### src/logic/lsu_pkg.sv
package lsu_pkg;

    // data and address width
    localparam int xlen = 32;

    // one strobe bit per byte
    localparam int mask_bits = 4;

    // reorder buffer tag width
    localparam int rob_id_bits = 4;

    // physical register tag width
    localparam int pr_bits = 6;

    // rv32i load funct3 field
    // bit 2 set means zero extension
    typedef enum logic [2:0] {
        load_f3_lb  = 3'b000,
        load_f3_lh  = 3'b001,
        load_f3_lw  = 3'b010,
        load_f3_lbu = 3'b100,
        load_f3_lhu = 3'b101
    } load_funct3_e;

    // a loaded word, picked apart by byte lane or by half lane
    // lane 0 is the least significant one, as on the cache bus
    typedef union packed {
        logic [xlen-1:0]  word;
        logic [3:0][7:0]  bytes;
        logic [1:0][15:0] halves;
    } load_word_u;

endpackage : lsu_pkg

### src/logic/store_queue.sv
`timescale 1ns/1ps

module store_queue #(
    parameter int sq_depth = 4
) (
    input  logic                          clk,
    input  logic                          rst,
    input  logic                          enq,
    input  logic [lsu_pkg::xlen-1:0]      din_addr,
    input  logic [lsu_pkg::mask_bits-1:0] din_mask,
    input  logic [lsu_pkg::xlen-1:0]      din_wdata,
    input  logic                          deq,
    output logic [lsu_pkg::xlen-1:0]      head_addr,
    output logic [lsu_pkg::mask_bits-1:0] head_mask,
    output logic [lsu_pkg::xlen-1:0]      head_wdata,
    output logic                          full,
    output logic                          nonempty,
    output logic [lsu_pkg::xlen-1:0]      slot_addr  [sq_depth],
    output logic [lsu_pkg::mask_bits-1:0] slot_mask  [sq_depth],
    output logic [lsu_pkg::xlen-1:0]      slot_wdata [sq_depth],
    output logic [sq_depth-1:0]           slot_valid,
    output logic [$clog2(sq_depth)-1:0]   head_ptr
);
    import lsu_pkg::*;

    localparam int ptr_bits = $clog2(sq_depth);

    // entry storage, written at the tail
    logic [xlen-1:0]      mem_addr  [sq_depth];
    logic [mask_bits-1:0] mem_mask  [sq_depth];
    logic [xlen-1:0]      mem_wdata [sq_depth];

    logic [ptr_bits-1:0]  head_q;
    logic [ptr_bits-1:0]  tail_q;
    logic [ptr_bits:0]    count;
    logic [sq_depth-1:0]  valid_q;

    // pointers wrap by truncation, depth is a power of two
    always_ff @(posedge clk) begin
        if (rst) begin
            head_q  <= '0;
            tail_q  <= '0;
            count   <= '0;
            valid_q <= '0;
        end else begin
            if (enq) begin
                tail_q          <= tail_q + 1'b1;
                valid_q[tail_q] <= 1'b1;
            end
            if (deq) begin
                head_q          <= head_q + 1'b1;
                valid_q[head_q] <= 1'b0;
            end
            // simultaneous push and pop leaves the count alone
            case ({enq, deq})
                2'b10:   count <= count + 1'b1;
                2'b01:   count <= count - 1'b1;
                default: count <= count;
            endcase
        end
    end

    always_ff @(posedge clk) begin
        if (enq) begin
            mem_addr[tail_q]  <= din_addr;
            mem_mask[tail_q]  <= din_mask;
            mem_wdata[tail_q] <= din_wdata;
        end
    end

    assign full     = (count == (ptr_bits + 1)'(sq_depth));
    assign nonempty = (count != '0);

    // oldest entry, next to drain
    assign head_addr  = mem_addr[head_q];
    assign head_mask  = mem_mask[head_q];
    assign head_wdata = mem_wdata[head_q];
    assign head_ptr   = head_q;

    // whole queue visible to the forwarding scan
    assign slot_addr  = mem_addr;
    assign slot_mask  = mem_mask;
    assign slot_wdata = mem_wdata;
    assign slot_valid = valid_q;

    // producer must check full before pushing
    a_no_enq_full: assert property (@(posedge clk) disable iff (rst) enq |-> !full);

    // pops only come from a completed drain
    a_no_deq_empty: assert property (@(posedge clk) disable iff (rst) deq |-> nonempty);

endmodule : store_queue

### src/logic/store_forward.sv
`timescale 1ns/1ps

module store_forward #(
    parameter int sq_depth = 4
) (
    input  logic [lsu_pkg::xlen-1:0]      slot_addr  [sq_depth],
    input  logic [lsu_pkg::mask_bits-1:0] slot_mask  [sq_depth],
    input  logic [lsu_pkg::xlen-1:0]      slot_wdata [sq_depth],
    input  logic [sq_depth-1:0]           slot_valid,
    input  logic [$clog2(sq_depth)-1:0]   head_ptr,
    input  logic [lsu_pkg::xlen-1:0]      load_addr,
    input  logic [lsu_pkg::mask_bits-1:0] load_mask,
    output logic [lsu_pkg::mask_bits-1:0] fwd_mask,
    output logic [lsu_pkg::xlen-1:0]      fwd_data,
    output logic                          fwd_full
);
    import lsu_pkg::*;

    localparam int ptr_bits = $clog2(sq_depth);

    // slot index in age order, 0 is the oldest
    logic [ptr_bits-1:0]  idx;

    // bytes this slot supplies to the load
    logic [mask_bits-1:0] hit;

    // walk from head to tail so later stores overwrite earlier ones
    always_comb begin
        fwd_mask = '0;
        fwd_data = '0;
        idx      = '0;
        hit      = '0;
        for (int i = 0; i < sq_depth; i++) begin
            idx = head_ptr + ptr_bits'(i);
            hit = '0;
            // word match only, store addresses are already aligned
            if (slot_valid[idx] && (slot_addr[idx][xlen-1:2] == load_addr[xlen-1:2])) begin
                hit = load_mask & slot_mask[idx];
            end
            fwd_mask = fwd_mask | hit;
            for (int b = 0; b < mask_bits; b++) begin
                if (hit[b]) begin
                    fwd_data[8*b +: 8] = slot_wdata[idx][8*b +: 8];
                end
            end
        end
    end

    // every requested byte sits in the queue, no cache access needed
    assign fwd_full = (fwd_mask == load_mask);

endmodule : store_forward

### src/logic/dcache_arbiter.sv
`timescale 1ns/1ps

module dcache_arbiter (
    input  logic                          clk,
    input  logic                          rst,
    input  logic                          rob_flush,
    input  logic                          load_req,
    input  logic [lsu_pkg::xlen-1:0]      load_addr,
    input  logic [lsu_pkg::mask_bits-1:0] load_mask,
    input  logic                          sq_nonempty,
    input  logic [lsu_pkg::xlen-1:0]      sq_head_addr,
    input  logic [lsu_pkg::mask_bits-1:0] sq_head_mask,
    input  logic [lsu_pkg::xlen-1:0]      sq_head_wdata,
    output logic [lsu_pkg::xlen-1:0]      dcache_addr,
    output logic [lsu_pkg::mask_bits-1:0] dcache_rmask,
    output logic [lsu_pkg::mask_bits-1:0] dcache_wmask,
    output logic [lsu_pkg::xlen-1:0]      dcache_wdata,
    input  logic                          dcache_resp,
    output logic                          load_resp,
    output logic                          sq_pop
);
    import lsu_pkg::*;

    // kind of the transaction in flight
    logic load_out;
    logic store_out;

    // response of the transaction in flight is stale
    logic invalidate;

    logic idle;
    logic issue_load;
    logic issue_store;

    assign idle = !load_out && !store_out;

    // loads first, drains only fill otherwise idle cycles
    assign issue_load  = idle && load_req;
    assign issue_store = idle && !load_req && sq_nonempty;

    always_ff @(posedge clk) begin
        if (rst) begin
            load_out  <= 1'b0;
            store_out <= 1'b0;
        end else if (issue_load) begin
            load_out <= 1'b1;
        end else if (issue_store) begin
            store_out <= 1'b1;
        end else if (dcache_resp) begin
            // transaction done, stale or not
            load_out  <= 1'b0;
            store_out <= 1'b0;
        end
    end

    // flush may land before or during the request
    // the first response after it is dropped
    always_ff @(posedge clk) begin
        if (rst) begin
            invalidate <= 1'b0;
        end else if (rob_flush) begin
            invalidate <= 1'b1;
        end else if (dcache_resp) begin
            invalidate <= 1'b0;
        end
    end

    // request mux, masks stay zero unless a request goes out
    always_comb begin
        dcache_addr  = sq_head_addr;
        dcache_wdata = sq_head_wdata;
        dcache_rmask = '0;
        dcache_wmask = '0;
        if (issue_load) begin
            dcache_addr  = {load_addr[xlen-1:2], 2'b00};
            dcache_rmask = load_mask;
        end else if (issue_store) begin
            dcache_wmask = sq_head_mask;
        end
    end

    // qualified completions
    assign load_resp = load_out && dcache_resp && !invalidate;

    // stale drain stays queued and goes out again
    assign sq_pop = store_out && dcache_resp && !invalidate;

    a_one_kind: assert property (@(posedge clk) disable iff (rst)
        !((|dcache_rmask) && (|dcache_wmask)));

    // single outstanding transaction toward the cache
    a_one_outstanding: assert property (@(posedge clk) disable iff (rst)
        ((|dcache_rmask) || (|dcache_wmask)) |-> !(load_out || store_out));

endmodule : dcache_arbiter

### src/logic/load_align.sv
`timescale 1ns/1ps

module load_align (
    input  logic [lsu_pkg::xlen-1:0]      cache_rdata,
    input  logic [lsu_pkg::xlen-1:0]      fwd_data,
    input  logic [lsu_pkg::mask_bits-1:0] fwd_mask,
    input  logic                          use_cache,
    input  logic [1:0]                    addr_low,
    input  lsu_pkg::load_funct3_e         funct3,
    output logic [lsu_pkg::xlen-1:0]      result
);
    import lsu_pkg::*;

    load_word_u merged;
    logic [7:0]  lane_byte;
    logic [15:0] lane_half;

    // newer store bytes take priority over cache bytes
    always_comb begin
        merged.word = use_cache ? cache_rdata : fwd_data;
        if (use_cache) begin
            for (int b = 0; b < mask_bits; b++) begin
                if (fwd_mask[b]) begin
                    merged.bytes[b] = fwd_data[8*b +: 8];
                end
            end
        end
    end

    // lane pick, half loads use bit 1 only
    assign lane_byte = merged.bytes[addr_low];
    assign lane_half = merged.halves[addr_low[1]];

    always_comb begin
        case (funct3)
            load_f3_lb:  result = {{(xlen-8){lane_byte[7]}}, lane_byte};
            load_f3_lbu: result = {{(xlen-8){1'b0}}, lane_byte};
            load_f3_lh:  result = {{(xlen-16){lane_half[15]}}, lane_half};
            load_f3_lhu: result = {{(xlen-16){1'b0}}, lane_half};
            default:     result = merged.word;
        endcase
    end

endmodule : load_align

### src/logic/store_buffer.sv
`timescale 1ns/1ps

module store_buffer #(
    parameter int sq_depth = 4
) (
    input  logic                            clk,
    input  logic                            rst,
    input  logic                            rob_flush,
    input  logic                            lsq_valid,
    input  logic                            lsq_ready,
    input  logic                            lsq_is_load,
    input  logic [lsu_pkg::xlen-1:0]        lsq_addr,
    input  logic [lsu_pkg::mask_bits-1:0]   lsq_mask,
    input  logic [lsu_pkg::xlen-1:0]        lsq_wdata,
    input  lsu_pkg::load_funct3_e           lsq_funct3,
    input  logic [lsu_pkg::rob_id_bits-1:0] lsq_rob_id,
    input  logic [lsu_pkg::pr_bits-1:0]     lsq_pr_dest,
    input  logic [lsu_pkg::rob_id_bits-1:0] rob_head_id,
    output logic                            lsq_dequeue,
    output logic [lsu_pkg::xlen-1:0]        dcache_addr,
    output logic [lsu_pkg::mask_bits-1:0]   dcache_rmask,
    output logic [lsu_pkg::mask_bits-1:0]   dcache_wmask,
    output logic [lsu_pkg::xlen-1:0]        dcache_wdata,
    input  logic [lsu_pkg::xlen-1:0]        dcache_rdata,
    input  logic                            dcache_resp,
    output logic                            cdb_valid,
    output logic [lsu_pkg::rob_id_bits-1:0] cdb_rob_id,
    output logic [lsu_pkg::pr_bits-1:0]     cdb_pr_dest,
    output logic [lsu_pkg::xlen-1:0]        cdb_result,
    output logic                            store_done
);
    import lsu_pkg::*;

    localparam int ptr_bits = $clog2(sq_depth);

    // store queue side
    logic                 sq_full;
    logic                 sq_nonempty;
    logic                 sq_pop;
    logic [xlen-1:0]      sq_head_addr;
    logic [mask_bits-1:0] sq_head_mask;
    logic [xlen-1:0]      sq_head_wdata;
    logic [xlen-1:0]      slot_addr  [sq_depth];
    logic [mask_bits-1:0] slot_mask  [sq_depth];
    logic [xlen-1:0]      slot_wdata [sq_depth];
    logic [sq_depth-1:0]  slot_valid;
    logic [ptr_bits-1:0]  head_ptr;

    // forwarding result
    logic [mask_bits-1:0] fwd_mask;
    logic [xlen-1:0]      fwd_data;
    logic                 fwd_full;

    logic head_ok;
    logic store_accept;
    logic load_head;
    logic load_fwd;
    logic load_req;
    logic load_resp;

    // head entry usable, operands resolved
    assign head_ok = lsq_valid && lsq_ready;

    // stores commit only as the oldest rob entry
    assign store_accept = head_ok && !lsq_is_load && (lsq_rob_id == rob_head_id) && !sq_full;

    assign load_head = head_ok && lsq_is_load;
    assign load_fwd  = load_head && fwd_full;
    assign load_req  = load_head && !fwd_full;

    store_queue #(
        .sq_depth(sq_depth)
    ) i_store_queue (
        .clk        (clk),
        .rst        (rst),
        .enq        (store_accept),
        .din_addr   ({lsq_addr[xlen-1:2], 2'b00}),
        .din_mask   (lsq_mask),
        .din_wdata  (lsq_wdata),
        .deq        (sq_pop),
        .head_addr  (sq_head_addr),
        .head_mask  (sq_head_mask),
        .head_wdata (sq_head_wdata),
        .full       (sq_full),
        .nonempty   (sq_nonempty),
        .slot_addr  (slot_addr),
        .slot_mask  (slot_mask),
        .slot_wdata (slot_wdata),
        .slot_valid (slot_valid),
        .head_ptr   (head_ptr)
    );

    store_forward #(
        .sq_depth(sq_depth)
    ) i_store_forward (
        .slot_addr  (slot_addr),
        .slot_mask  (slot_mask),
        .slot_wdata (slot_wdata),
        .slot_valid (slot_valid),
        .head_ptr   (head_ptr),
        .load_addr  (lsq_addr),
        .load_mask  (lsq_mask),
        .fwd_mask   (fwd_mask),
        .fwd_data   (fwd_data),
        .fwd_full   (fwd_full)
    );

    dcache_arbiter i_dcache_arbiter (
        .clk           (clk),
        .rst           (rst),
        .rob_flush     (rob_flush),
        .load_req      (load_req),
        .load_addr     (lsq_addr),
        .load_mask     (lsq_mask),
        .sq_nonempty   (sq_nonempty),
        .sq_head_addr  (sq_head_addr),
        .sq_head_mask  (sq_head_mask),
        .sq_head_wdata (sq_head_wdata),
        .dcache_addr   (dcache_addr),
        .dcache_rmask  (dcache_rmask),
        .dcache_wmask  (dcache_wmask),
        .dcache_wdata  (dcache_wdata),
        .dcache_resp   (dcache_resp),
        .load_resp     (load_resp),
        .sq_pop        (sq_pop)
    );

    // cache word only matters when forwarding was partial
    load_align i_load_align (
        .cache_rdata (dcache_rdata),
        .fwd_data    (fwd_data),
        .fwd_mask    (fwd_mask),
        .use_cache   (!fwd_full),
        .addr_low    (lsq_addr[1:0]),
        .funct3      (lsq_funct3),
        .result      (cdb_result)
    );

    // loads finish from the queue at once or on the cache response
    assign cdb_valid   = load_fwd || load_resp;
    assign cdb_rob_id  = lsq_rob_id;
    assign cdb_pr_dest = lsq_pr_dest;

    assign store_done  = store_accept;
    assign lsq_dequeue = store_accept || cdb_valid;

    // load response must find its load still at the lsq head
    a_deq_valid: assert property (@(posedge clk) disable iff (rst) lsq_dequeue |-> lsq_valid);

endmodule : store_buffer

### config.mk
export PLATFORM = sky130hd
export DESIGN_NAME = store_buffer
export DESIGN_NICKNAME = d
export VERILOG_FILES = /design/src/logic/lsu_pkg.sv /design/src/logic/store_queue.sv /design/src/logic/store_forward.sv /design/src/logic/dcache_arbiter.sv /design/src/logic/load_align.sv /design/src/logic/store_buffer.sv
export SDC_FILE = /design/constraint.sdc
export NUM_CORES = 1
export LEC_CHECK = 0
export ABC_CLOCK_PERIOD_IN_PS = 14600
export CAP_MARGIN = 5
export CORE_ASPECT_RATIO = 0.9
export CORE_MARGIN = 5
export CORE_UTILIZATION = 30
export DETAILED_ROUTE_END_ITERATION = 8
export DONT_BUFFER_PORTS = 1
export PLACE_DENSITY = 0.44
export SLEW_MARGIN = 20
export SYNTH_ARGS = -nofsm -noshare
export SYNTH_HDL_FRONTEND = slang
export SYNTH_SLANG_ARGS = --single-unit
### constraint.sdc
create_clock -name clk -period 14.6 [get_ports clk]
set_input_delay 1.46 -clock clk [delete_from_list [all_inputs] [get_ports clk]]
set_output_delay 1.46 -clock clk [all_outputs]
set_load 0.01 [all_outputs]
==> flow_summary.ini <==
[clock_network]
clock-sinks = 278
cts_max_path_buffers = 3
cts_hold_buf = 0
root_buffer = clkbuf_16
htreeDepth = 2
cts_tree = done
cts_made_buffers = 37
cts.repair.resized = 0
postCtsSetupBuffers = 0
clk_pin_slew_worst_paths_ns = 0.06
clock_latency_ns = 0.56

[synthesis]
synth_flop_cell = edfxtp_1
synth_area_um2 = 19800
synth-edff-count = 264
synth_top_area_frac = 0.400
synthCells = 1722
yosys-top-cells-count = edfxtp_1 (264), mux2i_1 (167), nand2_1 (135), nor2_1 (119), mux4_2 (108)
syn_area_per_cell_um2 = 11.5
synthTopCellsByArea = edfxtp_1 (40%), mux4_2 (12%), mux2i_1 (8.4%)
yosysSeqAreaShare = 0.414
yosys_warnings = 0
synth_most_common_cell = edfxtp_1
yosysUniqueCellTypes = 95
yosys.area.top_type = edfxtp_1
async_flop_share = 0
synth.ff_latch_count = 278

[sta]
max_freq_ghz = 0.109
period_needed_ns = 9.20
worst_slack_ns = 5.40
finalSetupViolations = 0
rsz0062_at_grt = no
clock_skew_ns = 0.0141
drv_slew = 0
worstMarginPinSlew_ns = 1.08
hold_viol = 0
tns_ns = 0
relSlewSlack = 0.282
min_period_over_period = 0.630

[floorplan]
fp.dieH_um = 254
dieArea_um2 = 71400
die_x_um = 281
rows = 89
coreArea_um2 = 65600
ios = 241
start_util = 0.302

[worst_setup_path]
arrival_ns = 7.74
end_kind = primary output
worstPathRequired_ns = 13.14
critPathKind = reg -> out
worstPathMaxFanout = 57
crit_path_start_kind = flop

[route]
first_iter_violations = 1380
drc = 0
vias = 14800
detail-route-antenna-nets = 0
via_per_inst = 5.86
first_pass_iters = 6
wl_per_cell_um = 29.1
wirelength_mm = 73.7

[flow_run]
cap_violations = 0

[global_route]
grt_max_degree = 136
grt_util_all_layers = 0.200
grt_pass1_vias = 14400
grt_pass1_wl_mm = 106
antenna_found_initial = 0
grt-ovfl-total = 0

[final_layout]
instances_no_fill = 2534
area_delta_synth_final_pct = 8.88
diodes = 0
final_nets = 1776
fillers = 6478
drive_gt1_frac = 0.174

[placement]
portBuffers = 0
globalplace.congestion = 0.902
place_ws_ns = 5.86
dpl.hpwl_mm = 54.4
dp_cells = 2467

[status]
status = finished clean

[power_and_ir_drop]
p_per_area_nw_per_um2 = 87.5
cellLeakagePower_nw = 6.53
ir_drop_v = 0.0000613

[worst_hold_path]
hp-class = reg -> reg
-- metal layers --
layer,track usage,part of all wire
met1,0.285,0.44
met2,0.316,0.46
met3,0.0458,0.075
met4,0.0407,0.019
met5,0,0
-- worst paths after layout --
path	from	to	slack, ns	depth (start not counted)
worst max-delay path	i_store_queue.head_ptr[1]$_SDFFE_PP0P_	dcache_addr[30]	5.40	14
worst max register to register	i_store_queue.head_ptr[1]$_SDFFE_PP0P_	i_dcache_arbiter.load_out$_SDFFE_PP0P_	7.67	14
worst min register to register	i_dcache_arbiter.load_out$_SDFFE_PP0P_	i_dcache_arbiter.load_out$_SDFFE_PP0P_	0.48	2
worst min-delay path	i_dcache_arbiter.load_out$_SDFFE_PP0P_	i_dcache_arbiter.load_out$_SDFFE_PP0P_	0.48	2
-- layout make-up --
class | count | area [um^2] | share of cell area
multi-input combinational | 1256 | 10800 | 0.498
sequential | 278 | 8220 | 0.380
tap | 864 | 1080 | 0.0501
clock buffer | 50 | 1040 | 0.0480
inverter | 54 | 203 | 0.00939
clock inverter | 17 | 166 | 0.00771
timing repair buffer | 15 | 138 | 0.00637
-- cells in the final DEF, fill, tap and decap left out, types with 8 or more instances in the layout --
cell type / count
mux2i_1: 167
clkbuf_16: 39
or4_1: 14
a211oi_1: 23
a21o_1: 21
dfxtp_1: 12
xor2_1: 13
a21oi_1: 79
ha_1: 8
nor2_1: 119
nand4_1: 21
a22oi_1: 8
mux4_2: 108
nor2b_1: 14
a31o_2: 10
nand2_1: 135
and3_1: 8
nor4_1: 20
buf_4: 13
o31ai_1: 13
o21ai_0: 57
a221oi_1: 14
and2_1: 9
nand2b_1: 8
o2bb2ai_1: 11
xnor2_1: 95
edfxtp_1: 264
mux2_2: 59
nor3_1: 14
clkbuf_1: 9
o22ai_1: 24
o211ai_1: 14
nand3_1: 17
inv_1: 51
-- report_power, final --
part           total, mW  internal (mW)  switching, mW
sequential         0.875          0.874        0.00130
combinational     0.0997         0.0380         0.0616
clock              0.914          0.552          0.362
-- metrics by stage --
step	utilization	total power [mW]	hold WS (ns)	cell area, um^2
final	0.329	1.89	0.483	21600
after global routing	0.329	1.95	0.514	21600
after CTS	0.329	1.91	0.487	21600
after detailed placement	0.311	0.991	0.480	20400
after global placement	0.311	0.991	0.475	20400
after floorplan	-	0.978	0.452	19800
-- sequential cells by signal, indices dropped and copies added, names as in the netlist --
register / count
i_dcache_arbiter.invalidate: 1
i_dcache_arbiter.load_out: 1
i_dcache_arbiter.store_out: 1
i_store_queue.count: 3
i_store_queue.head_ptr: 2
i_store_queue.slot_addr: 120
i_store_queue.slot_mask: 16
i_store_queue.slot_valid: 4
i_store_queue.slot_wdata: 128
i_store_queue.tail_q: 2
-- worst max-delay path, stage by stage, from the launching register on --
cell and delay (ns):
dfxtp_4 0.79, inv_2 0.47, ha_4 0.70, buf_4 0.64, mux4_2 0.60, nand2b_1 0.14, o2111a_1 0.19, nand4b_1 0.19
nor4_1 0.80, a22oi_1 0.28, and3_1 0.32, nor4b_4 0.73, or4_2 0.24, buf_4 0.47, mux2_2 0.44
-- logic make-up (layout without fill, tap and decap cells) --
logic type,Yosys count,count (layout),synth area share
xor+xnor,108,108,0.0477
fa+ha+maj,10,10,0.00669
flops,278,278,0.414
compound gates,365,365,0.129
other cells,1,2,0.000189
buf+inv,189,136,0.0479
simple gates,436,436,0.113
mux,335,335,0.242
Note: power is estimated with default switching activity, not from simulation.
